File: config.mk
export PLATFORM = sky130hd
export DESIGN_NAME = cart_loader_top
export DESIGN_NICKNAME = d
export VERILOG_FILES = /design/src/snes_load_pkg.sv /design/src/rom_header_detect.sv /design/src/cheat_code_assembler.sv /design/src/wram_clear_fill.sv /design/src/cart_loader_top.sv
export SDC_FILE = /design/constraint.sdc
export NUM_CORES = 1
export LEC_CHECK = 0
export BUFFER_PORTS_ARGS = -buffer_cell sky130_fd_sc_hd__buf_2
export CAP_MARGIN = 40
export CELL_PAD_IN_SITES_DETAIL_PLACEMENT = 1
export CELL_PAD_IN_SITES_GLOBAL_PLACEMENT = 1
export CORE_MARGIN = 4
export CORE_UTILIZATION = 39
export DETAILED_ROUTE_END_ITERATION = 6
export GPL_TIMING_DRIVEN = 0
export PLACE_DENSITY = 0.86
export RECOVER_POWER = 25
export SETUP_SLACK_MARGIN = 0.05
export SKIP_LAST_GASP = 1
export SLEW_MARGIN = 10
export SYNTH_ARGS = -nofsm -noshare
export SYNTH_HDL_FRONTEND = slang
export SYNTH_SLANG_ARGS = --single-unit
File: constraint.sdc
create_clock -name clk_sys -period 4.6 [get_ports clk_sys]
set_input_delay 0.92 -clock clk_sys [delete_from_list [all_inputs] [get_ports clk_sys]]
set_output_delay 0.92 -clock clk_sys [all_outputs]
set_load 0.05 [all_outputs]
File: src/snes_load_pkg.sv
/*
 * Shared definitions for the cartridge loading path
 *   - header option and work RAM pattern enums
 *   - internal header base addresses and field offsets
 *   - download index values, default sizes and fill bytes
 */

`default_nettype none

package snes_load_pkg;

	// ========================================
	// Option encodings
	// ========================================

	// ROM header handling selected by the user
	typedef enum logic [2:0] {
		HDR_AUTO    = 3'd0,
		HDR_NONE    = 3'd1,
		HDR_LOROM   = 3'd2,
		HDR_HIROM   = 3'd3,
		HDR_EXHIROM = 3'd4
	} rom_header_mode_e;

	// Power-on content of work RAM
	typedef enum logic [1:0] {
		PAT_9966 = 2'd0,
		PAT_00FF = 2'd1,
		PAT_55   = 2'd2,
		PAT_FF   = 2'd3
	} wram_pattern_e;

	// ========================================
	// Header layout
	// ========================================

	// Copier header in front of the image
	localparam logic [15:0] COPIER_HEADER_BYTES = 16'd512;

	localparam logic [23:0] LOROM_HDR_BASE   = 24'h007FC0;
	localparam logic [23:0] HIROM_HDR_BASE   = 24'h00FFC0;
	localparam logic [23:0] EXHIROM_HDR_BASE = 24'h40FFC0;

	// Size byte sits in the high half of the word at 16h
	localparam logic [7:0] HDR_SIZE_OFS = 8'h16;
	localparam logic [7:0] HDR_RAM_OFS  = 8'h18;

	// ========================================
	// Download stream
	// ========================================

	localparam logic [7:0] IDX_CART  = 8'h00;
	localparam logic [7:0] IDX_CHEAT = 8'hFF;

	localparam logic [3:0]  DEFAULT_ROM_SIZE = 4'hC;
	localparam logic [23:0] MASK_UNIT        = 24'd1024;

	// Fill bytes
	localparam logic [7:0] PAT_BYTE_66 = 8'h66;
	localparam logic [7:0] PAT_BYTE_99 = 8'h99;
	localparam logic [7:0] PAT_BYTE_55 = 8'h55;
	localparam logic [7:0] PAT_BYTE_FF = 8'hFF;
	localparam logic [7:0] PAT_BYTE_00 = 8'h00;

endpackage

`default_nettype wire

File: src/rom_header_detect.sv
/*
 * ROM header detection
 *   - size and type capture from the download stream
 *   - ROM and RAM address mask derivation
 *   - region latch and video region select
 */

`timescale 1ns/1ps
`default_nettype none

module rom_header_detect (
	input  wire                             clk_sys,
	input  wire                             RESET,
	input  wire                             cart_download,
	input  wire                             ioctl_wr,
	input  wire [24:0]                      ioctl_addr,
	input  wire [15:0]                      ioctl_dout,
	input  wire snes_load_pkg::rom_header_mode_e header_mode,
	input  wire [1:0]                       region_sel,
	output logic [7:0]                      rom_type,
	output logic [23:0]                     rom_mask,
	output logic [23:0]                     ram_mask,
	output logic                            pal
);

	logic [3:0]  rom_size;
	logic [3:0]  ram_size;
	logic        rom_region;
	logic        fixed_mode;
	logic [23:0] hdr_base;
	logic [24:0] size_addr;
	logic [24:0] ram_addr;
	logic        hdr_wr;

	assign hdr_wr = cart_download & ioctl_wr;

	// Internal header location for the forced modes
	always_comb begin
		fixed_mode = 1'b1;
		case (header_mode)
			snes_load_pkg::HDR_LOROM:   hdr_base = snes_load_pkg::LOROM_HDR_BASE;
			snes_load_pkg::HDR_HIROM:   hdr_base = snes_load_pkg::HIROM_HDR_BASE;
			snes_load_pkg::HDR_EXHIROM: hdr_base = snes_load_pkg::EXHIROM_HDR_BASE;
			default: begin
				hdr_base   = '0;
				fixed_mode = 1'b0;
			end
		endcase
	end

	// Header fields sit behind the copier header
	assign size_addr = {1'b0, hdr_base} + 25'(snes_load_pkg::HDR_SIZE_OFS)
		+ 25'(snes_load_pkg::COPIER_HEADER_BYTES);
	assign ram_addr = {1'b0, hdr_base} + 25'(snes_load_pkg::HDR_RAM_OFS)
		+ 25'(snes_load_pkg::COPIER_HEADER_BYTES);

	always_ff @(posedge clk_sys) begin
		if (RESET) begin
			rom_size   <= '0;
			ram_size   <= '0;
			rom_type   <= '0;
			rom_region <= 1'b0;
		end else if (hdr_wr) begin
			if (ioctl_addr == 25'd0) begin
				rom_size <= snes_load_pkg::DEFAULT_ROM_SIZE;
				ram_size <= 4'd0;
				// Loader packs both size codes into the first byte
				if (header_mode == snes_load_pkg::HDR_AUTO && ioctl_dout[7:0] != 8'h00) begin
					ram_size <= ioctl_dout[7:4];
					rom_size <= ioctl_dout[3:0];
				end
				case (header_mode)
					snes_load_pkg::HDR_NONE,
					snes_load_pkg::HDR_LOROM:   rom_type <= 8'd0;
					snes_load_pkg::HDR_HIROM:   rom_type <= 8'd1;
					snes_load_pkg::HDR_EXHIROM: rom_type <= 8'd2;
					default:                    rom_type <= ioctl_dout[15:8];
				endcase
			end
			if (ioctl_addr == 25'd2)
				rom_region <= ioctl_dout[8];
			if (fixed_mode && ioctl_addr == size_addr)
				rom_size <= ioctl_dout[11:8];
			if (fixed_mode && ioctl_addr == ram_addr)
				ram_size <= ioctl_dout[3:0];
		end
	end

	// Masks from size codes, zero RAM code means no RAM
	assign rom_mask = (snes_load_pkg::MASK_UNIT << rom_size) - 24'd1;
	assign ram_mask = (ram_size == 4'd0) ? 24'd0
		: (snes_load_pkg::MASK_UNIT << ram_size) - 24'd1;

	// Region only follows the user setting outside downloads
	always_ff @(posedge clk_sys) begin
		if (RESET)
			pal <= 1'b0;
		else if (!cart_download)
			pal <= (region_sel == 2'd0) ? rom_region : region_sel[1];
	end

endmodule

`default_nettype wire

File: src/cheat_code_assembler.sv
/*
 * Cheat code assembly
 *   - eight 16-bit download words into one 128-bit code
 *   - one-cycle strobe when the last word lands
 */

`timescale 1ns/1ps
`default_nettype none

module cheat_code_assembler (
	input  wire          clk_sys,
	input  wire          RESET,
	input  wire          code_download,
	input  wire          ioctl_wr,
	input  wire [3:0]    ioctl_addr,
	input  wire [15:0]   ioctl_dout,
	output logic [127:0] cheat_code,
	output logic         cheat_valid
);

	logic code_wr;

	assign code_wr = code_download & ioctl_wr;

	// ========================================
	// Code layout, words in big-endian order
	// flags 127:96, address 95:64
	// compare 63:32, replace 31:0
	// ========================================
	always_ff @(posedge clk_sys) begin
		if (RESET) begin
			cheat_code  <= '0;
			cheat_valid <= 1'b0;
		end else begin
			cheat_valid <= 1'b0;
			if (code_wr) begin
				case (ioctl_addr)
					4'd0:  cheat_code[111:96]  <= ioctl_dout;
					4'd2:  cheat_code[127:112] <= ioctl_dout;
					4'd4:  cheat_code[79:64]   <= ioctl_dout;
					4'd6:  cheat_code[95:80]   <= ioctl_dout;
					4'd8:  cheat_code[47:32]   <= ioctl_dout;
					4'd10: cheat_code[63:48]   <= ioctl_dout;
					4'd12: cheat_code[15:0]    <= ioctl_dout;
					4'd14: begin
						// Last word completes the code
						cheat_code[31:16] <= ioctl_dout;
						cheat_valid       <= 1'b1;
					end
					default: ;
				endcase
			end
		end
	end

endmodule

`default_nettype wire

File: src/wram_clear_fill.sv
/*
 * Work RAM clear on cartridge load
 *   - download start detect and fill address sequencer
 *   - power-on pattern generator
 */

`timescale 1ns/1ps
`default_nettype none

module wram_clear_fill #(
	parameter int FILL_ADDR_BITS = 17
) (
	input  wire                             clk_sys,
	input  wire                             RESET,
	input  wire                             cart_download,
	input  wire snes_load_pkg::wram_pattern_e wram_init,
	output logic                            clearing_ram,
	output logic [FILL_ADDR_BITS-1:0]       fill_addr,
	output logic [7:0]                      fill_data,
	output logic                            fill_we
);

	logic old_download;
	logic fill_start;
	logic fill_done;

	assign fill_start = cart_download & ~old_download;
	assign fill_done  = clearing_ram & (&fill_addr);

	// ========================================
	// Address sequencer
	// ========================================
	always_ff @(posedge clk_sys) begin
		if (RESET) begin
			old_download <= 1'b0;
			clearing_ram <= 1'b0;
			fill_addr    <= '0;
		end else begin
			old_download <= cart_download;
			if (fill_start)
				clearing_ram <= 1'b1;
			else if (fill_done)
				clearing_ram <= 1'b0;
			// Counter parks at zero between fills
			if (clearing_ram)
				fill_addr <= fill_addr + 1'b1;
			else
				fill_addr <= '0;
		end
	end

	assign fill_we = clearing_ram;

	// Pattern as a function of the address
	always_comb begin
		case (wram_init)
			snes_load_pkg::PAT_9966:
				fill_data = (fill_addr[8] ^ fill_addr[2]) ? snes_load_pkg::PAT_BYTE_66
					: snes_load_pkg::PAT_BYTE_99;
			snes_load_pkg::PAT_00FF:
				fill_data = (fill_addr[9] ^ fill_addr[0]) ? snes_load_pkg::PAT_BYTE_FF
					: snes_load_pkg::PAT_BYTE_00;
			snes_load_pkg::PAT_55:
				fill_data = snes_load_pkg::PAT_BYTE_55;
			default:
				fill_data = snes_load_pkg::PAT_BYTE_FF;
		endcase
	end

endmodule

`default_nettype wire

File: src/cart_loader_top.sv
/*
 * Cartridge loading path top level
 *   - download kind decode from the loader index
 *   - header detect, cheat assembly and work RAM fill
 */

`timescale 1ns/1ps
`default_nettype none

module cart_loader_top #(
	parameter int FILL_ADDR_BITS = 17
) (
	input  wire                               clk_sys,
	input  wire                               RESET,
	input  wire                               ioctl_download,
	input  wire [7:0]                         ioctl_index,
	input  wire [24:0]                        ioctl_addr,
	input  wire [15:0]                        ioctl_dout,
	input  wire                               ioctl_wr,
	input  wire snes_load_pkg::rom_header_mode_e header_mode,
	input  wire [1:0]                         region_sel,
	input  wire snes_load_pkg::wram_pattern_e wram_init,
	output logic [7:0]                        rom_type,
	output logic [23:0]                       rom_mask,
	output logic [23:0]                       ram_mask,
	output logic                              pal,
	output logic [127:0]                      cheat_code,
	output logic                              cheat_valid,
	output logic                              clearing_ram,
	output logic [FILL_ADDR_BITS-1:0]         fill_addr,
	output logic [7:0]                        fill_data,
	output logic                              fill_we
);

	logic cart_download;
	logic code_download;

	// Cartridge images use any index with the low six bits clear
	assign cart_download = ioctl_download
		& (ioctl_index[5:0] == snes_load_pkg::IDX_CART[5:0]);
	assign code_download = ioctl_download & (ioctl_index == snes_load_pkg::IDX_CHEAT);

	// ========================================
	// Loader consumers
	// ========================================
	rom_header_detect i_header (
		.clk_sys       (clk_sys),
		.RESET         (RESET),
		.cart_download (cart_download),
		.ioctl_wr      (ioctl_wr),
		.ioctl_addr    (ioctl_addr),
		.ioctl_dout    (ioctl_dout),
		.header_mode   (header_mode),
		.region_sel    (region_sel),
		.rom_type      (rom_type),
		.rom_mask      (rom_mask),
		.ram_mask      (ram_mask),
		.pal           (pal)
	);

	// Word offset within a code record
	cheat_code_assembler i_cheat (
		.clk_sys       (clk_sys),
		.RESET         (RESET),
		.code_download (code_download),
		.ioctl_wr      (ioctl_wr),
		.ioctl_addr    (ioctl_addr[3:0]),
		.ioctl_dout    (ioctl_dout),
		.cheat_code    (cheat_code),
		.cheat_valid   (cheat_valid)
	);

	wram_clear_fill #(
		.FILL_ADDR_BITS (FILL_ADDR_BITS)
	) i_fill (
		.clk_sys       (clk_sys),
		.RESET         (RESET),
		.cart_download (cart_download),
		.wram_init     (wram_init),
		.clearing_ram  (clearing_ram),
		.fill_addr     (fill_addr),
		.fill_data     (fill_data),
		.fill_we       (fill_we)
	);

endmodule

`default_nettype wire

==> qor_table.md <==
| Item | Value |
|---|---|
| Top cells by count, synth | sky130_fd_sc_hd__dfxtp_1 (166), sky130_fd_sc_hd__nor2_1 (142), sky130_fd_sc_hd__mux2i_1 (105) |
| Clock insertion delay at the later pin of the skew report | 0.44 ns |
| Leading register cell type out of synthesis | sky130_fd_sc_hd__dfxtp_1 |
| Pwr/cell area | 329 mW/mm^2 |
| Net count, final | 1157 |
| Final Slew Violations | 0 |
| Number of remaining DRC errors | 0 |
| Place WS | 1.38 ns |
| Maximum number of pins on one net before global-route repair | 20 |
| Switching power share of the total | 27.7% |
| Setup Viol. Count Final | 0 |
| Worst-path maximum fanout | 9 |
| Share of layout cells above drive strength 1 | 24.9% |
| Switching power summed over all nets | 0.853 mW |
| Register share of total power | 46.6% |
| Post-Synthesis Cells | 815 |
| Unrepaired setup endpoints after global routing | no |
| Run status | finished, final reports clean |
| Mean number of vias per cell | 5.17 |
| Number of placed instances with taps included | 1303 |
| Count of hold buffers inserted by post-cts repair | 0 |
| Number of buffers inserted to repair setup after CTS | 0 |
| Core area | 0.0181 sq mm |
| Inserted Clock Buffers | 17 |
| Biggest area contributors in the synthesized netlist | sky130_fd_sc_hd__dfxtp_1 (46%), sky130_fd_sc_hd__mux2i_1 (14%), sky130_fd_sc_hd__nor2_1 (7.3%) |
| Kind of end point of the critical path | output pin |
| Maximum clock insertion buffer count | 2 |
| Area added between synthesis and finish | 28.5% |
| FFs w/ async S/R, synth | 0% |
| Setup TNS after final layout | 0 ns |
| Total power consumption of the routed design | 3.08 mW |
| Area of the die | 0.0209 sq mm |
| Yosys warning count | 0 |
| Area fraction of the dominant cell type after synthesis | 45.6% |
| Number of levels the H-tree was split into | 4 |
| Min Hold Slack | 0.454 ns |
| Starting Density | 40.1% |
| Number of antenna violations at the first check in global routing | 2 |
| Clock transition at the registers of the reported paths | 0.07 ns |
| Max-Cap Viols | 0 |
| Final HPWL from detailed placement | 19200 um |
| Average cell area after synthesis | 8.93 sq um |
| Setup ws final | 1.12 ns |
| Slowest stage cell on the critical path | sky130_fd_sc_hd__dfxtp_1 |
| CP cell instances | clkbuf_1 > nor2_1 > nand3b_1 > ha_1 > clkbuf_1 > nor3_1 > a21o_1 > a22o_1 > nand2_1 > o21ai_0 > buf_2 |
| Total overflow reported by the global router | 0 |
| Number of hold violations in the final report | 0 |
| Cell chosen for the clock root | sky130_fd_sc_hd__clkbuf_16 |
| Cell accounting for the most synthesized area | sky130_fd_sc_hd__dfxtp_1 |
| Weighted congestion at the end of routability-driven global placement | 0.858 |
| Post-detailed-routing wire length | 25600 um |
| Kind of start point of the critical path | flop |
| Share of synthesized area occupied by flip-flops and latches | 45.6% |
| Worst Skew | 0.0140 ns |
| Cell type with the highest occurrence count on the critical path | sky130_fd_sc_hd__clkbuf_1 |
| Unique cell type count in the Yosys netlist | 61 |
| GRT Total Usage | 24.0% |
| Global-route wire length before repair | 38500 um |
| Die Wd | 145 um |
| Port Buffer Count | 250 |
| Leakage | 4.74 nW |
| Netlist area before placement | 0.00728 sq mm |
| Share of the cycle needed by the critical path after routing | 75.6% |
| Average wire per cell in the routed design | 19.2 um |
| Worst supply voltage drop on vdd | 253 uV |
| Highest clock frequency the design can meet | 287 MHz |
| Initial DRT Pass Iterations | 4 |
| CTS resizes | 0 |
| Via count of the first global-routing pass | 6953 |
| Power share of the combinational group | 6.3% |
| WS Path Type | reg -> out |
| Classification of the worst-slack hold path | reg -> reg |
| Cell row count | 49 |
| Relative contribution of the clock network to total power | 47.0% |
| DRC violation total after the first TritonRoute iteration | 303 |
| Num Clock Sinks | 166 |
| Number of nets with antenna violations after routing | 0 |
| Number of flops mapped to enable cells by yosys | 0 |
| Min cycle time layout | 3.48 ns |
| TritonCTS clock tree | yes |
| Die Y-Extent | 145 um |
| CP Data Arrival Time | 2.56 ns |
| FF+latch count, synth | 166 |
| Routed vias | 6913 |
| Required time of the critical path | 3.68 ns |
| Non-filler instance count after layout | 1337 |
| Internal Dissipation | 2.23 mW |
| Top-Level Pins | 273 |
| Worst-margin pin slew | 0.845 ns |
| Max-slew headroom at the worst pin | 43.7% |
| Critical path's largest stage delay | 0.30 ns |
| Most frequent cell after synthesis | sky130_fd_sc_hd__dfxtp_1 |
==> state kept, by name, summed over array words and instances, names as in the netlist, 4 cells and up <==
signal	cells
i_cheat.cheat_code	128
i_fill.fill_addr	17
i_header.ram_size	4
i_header.rom_size	4
i_header.rom_type	8
==> power groups by stage <==
stage	clock network (mW)	registers, mW	logic [mW]
after floorplan	0	1.47	0.118
after global placement	0	1.47	0.194
after detailed placement	0	1.47	0.196
after CTS	1.47	1.44	0.197
after global routing	1.54	1.44	0.210
final	1.45	1.44	0.195
==> layout by cell type, fill, tap and decap left out, types with 4 or more instances in the layout <==
| master | synthesis | layout |
|---|---|---|
| sky130_fd_sc_hd__a21oi_1 | 45 | 45 |
| sky130_fd_sc_hd__a22o_1 | 5 | 5 |
| sky130_fd_sc_hd__and2_1 | 7 | 7 |
| sky130_fd_sc_hd__and3_1 | 10 | 10 |
| sky130_fd_sc_hd__buf_2 | 14 | 192 |
| sky130_fd_sc_hd__buf_4 | 24 | 24 |
| sky130_fd_sc_hd__clkbuf_1 | 44 | 118 |
| sky130_fd_sc_hd__clkbuf_16 | 0 | 17 |
| sky130_fd_sc_hd__clkinv_8 | 0 | 4 |
| sky130_fd_sc_hd__conb_1 | 1 | 10 |
| sky130_fd_sc_hd__dfxtp_1 | 166 | 166 |
| sky130_fd_sc_hd__ha_1 | 4 | 4 |
| sky130_fd_sc_hd__inv_1 | 7 | 7 |
| sky130_fd_sc_hd__inv_8 | 0 | 5 |
| sky130_fd_sc_hd__mux2i_1 | 105 | 105 |
| sky130_fd_sc_hd__nand2_1 | 72 | 72 |
| sky130_fd_sc_hd__nand2b_1 | 6 | 6 |
| sky130_fd_sc_hd__nand3_1 | 39 | 39 |
| sky130_fd_sc_hd__nor2_1 | 142 | 142 |
| sky130_fd_sc_hd__nor2b_1 | 7 | 7 |
| sky130_fd_sc_hd__nor3_1 | 12 | 12 |
| sky130_fd_sc_hd__nor4_1 | 5 | 5 |
| sky130_fd_sc_hd__o21a_1 | 5 | 5 |
| sky130_fd_sc_hd__o21ai_0 | 16 | 16 |
| sky130_fd_sc_hd__or2_2 | 4 | 4 |
| sky130_fd_sc_hd__xnor2_1 | 6 | 6 |
| sky130_fd_sc_hd__xor2_1 | 8 | 8 |
==> metrics by stage <==
stage	util (%)	instance area, sq um
floorplan	-	7320
global placement	48.8	8850
detailed placement	48.8	8850
CTS	52.1	9460
global route	51.6	9360
finish	51.6	9360
==> cell type report <==
type                       count  area [sq um]
sequential                   166          3320
fill                        2277          8790
antenna                        2          5.00
clock inverter                15           179
timing repair buffer         250          1160
tap                          229           287
inverter                       7          26.3
clock buffer                  17           425
multi-input combinational    563          3480
buffer                        88           475
==> path summary, 6_finish.rpt <==
kind / startpoint / endpoint / slack (ns) / cells after the start
max: i_header.rom_size[1]$_SDFFE_PP0P_ / rom_mask[20] / 1.12 / 11
min: i_header.rom_type[2]$_SDFFE_PP0P_ / i_header.rom_type[2]$_SDFFE_PP0P_ / 0.45 / 2
max reg2reg: i_fill.fill_addr[8]$_SDFF_PP0_ / i_fill.fill_addr[16]$_SDFF_PP0_ / 2.75 / 7
min reg2reg: i_header.rom_type[2]$_SDFFE_PP0P_ / i_header.rom_type[2]$_SDFFE_PP0P_ / 0.45 / 2
==> critical path: cells and delay by family, from the launching register on <==
family	cells	cell delay [ns]
AOI/OAI and AO/OA	3	0.31
adders and majority gates	1	0.23
buffers and inverters	3	0.68
DFF	1	0.30
and+or+nand+nor	4	0.63
==> cells by family (layout without fill, tap and decap cells) <==
| kind of cell | after synthesis | count (layout) | synth area share, % |
|---|---|---|---|
| compound gates | 99 | 99 | 8.87 |
| xor+xnor | 14 | 14 | 1.68 |
| fa+ha+maj | 4 | 4 | 0.687 |
| buf+inv | 95 | 377 | 7.10 |
| flops | 166 | 166 | 45.6 |
| mux | 106 | 106 | 14.6 |
| other cells | 1 | 12 | 0.0515 |
| simple gates | 330 | 330 | 21.4 |
==> metal layers <==
layer	global-route usage (%)	part of all wire, %
met3	7.44	8.8
met1	27.5	40
met5	0	0.051
met2	42.2	49
met4	8.79	2.3
(Power assumes the default switching activity.)
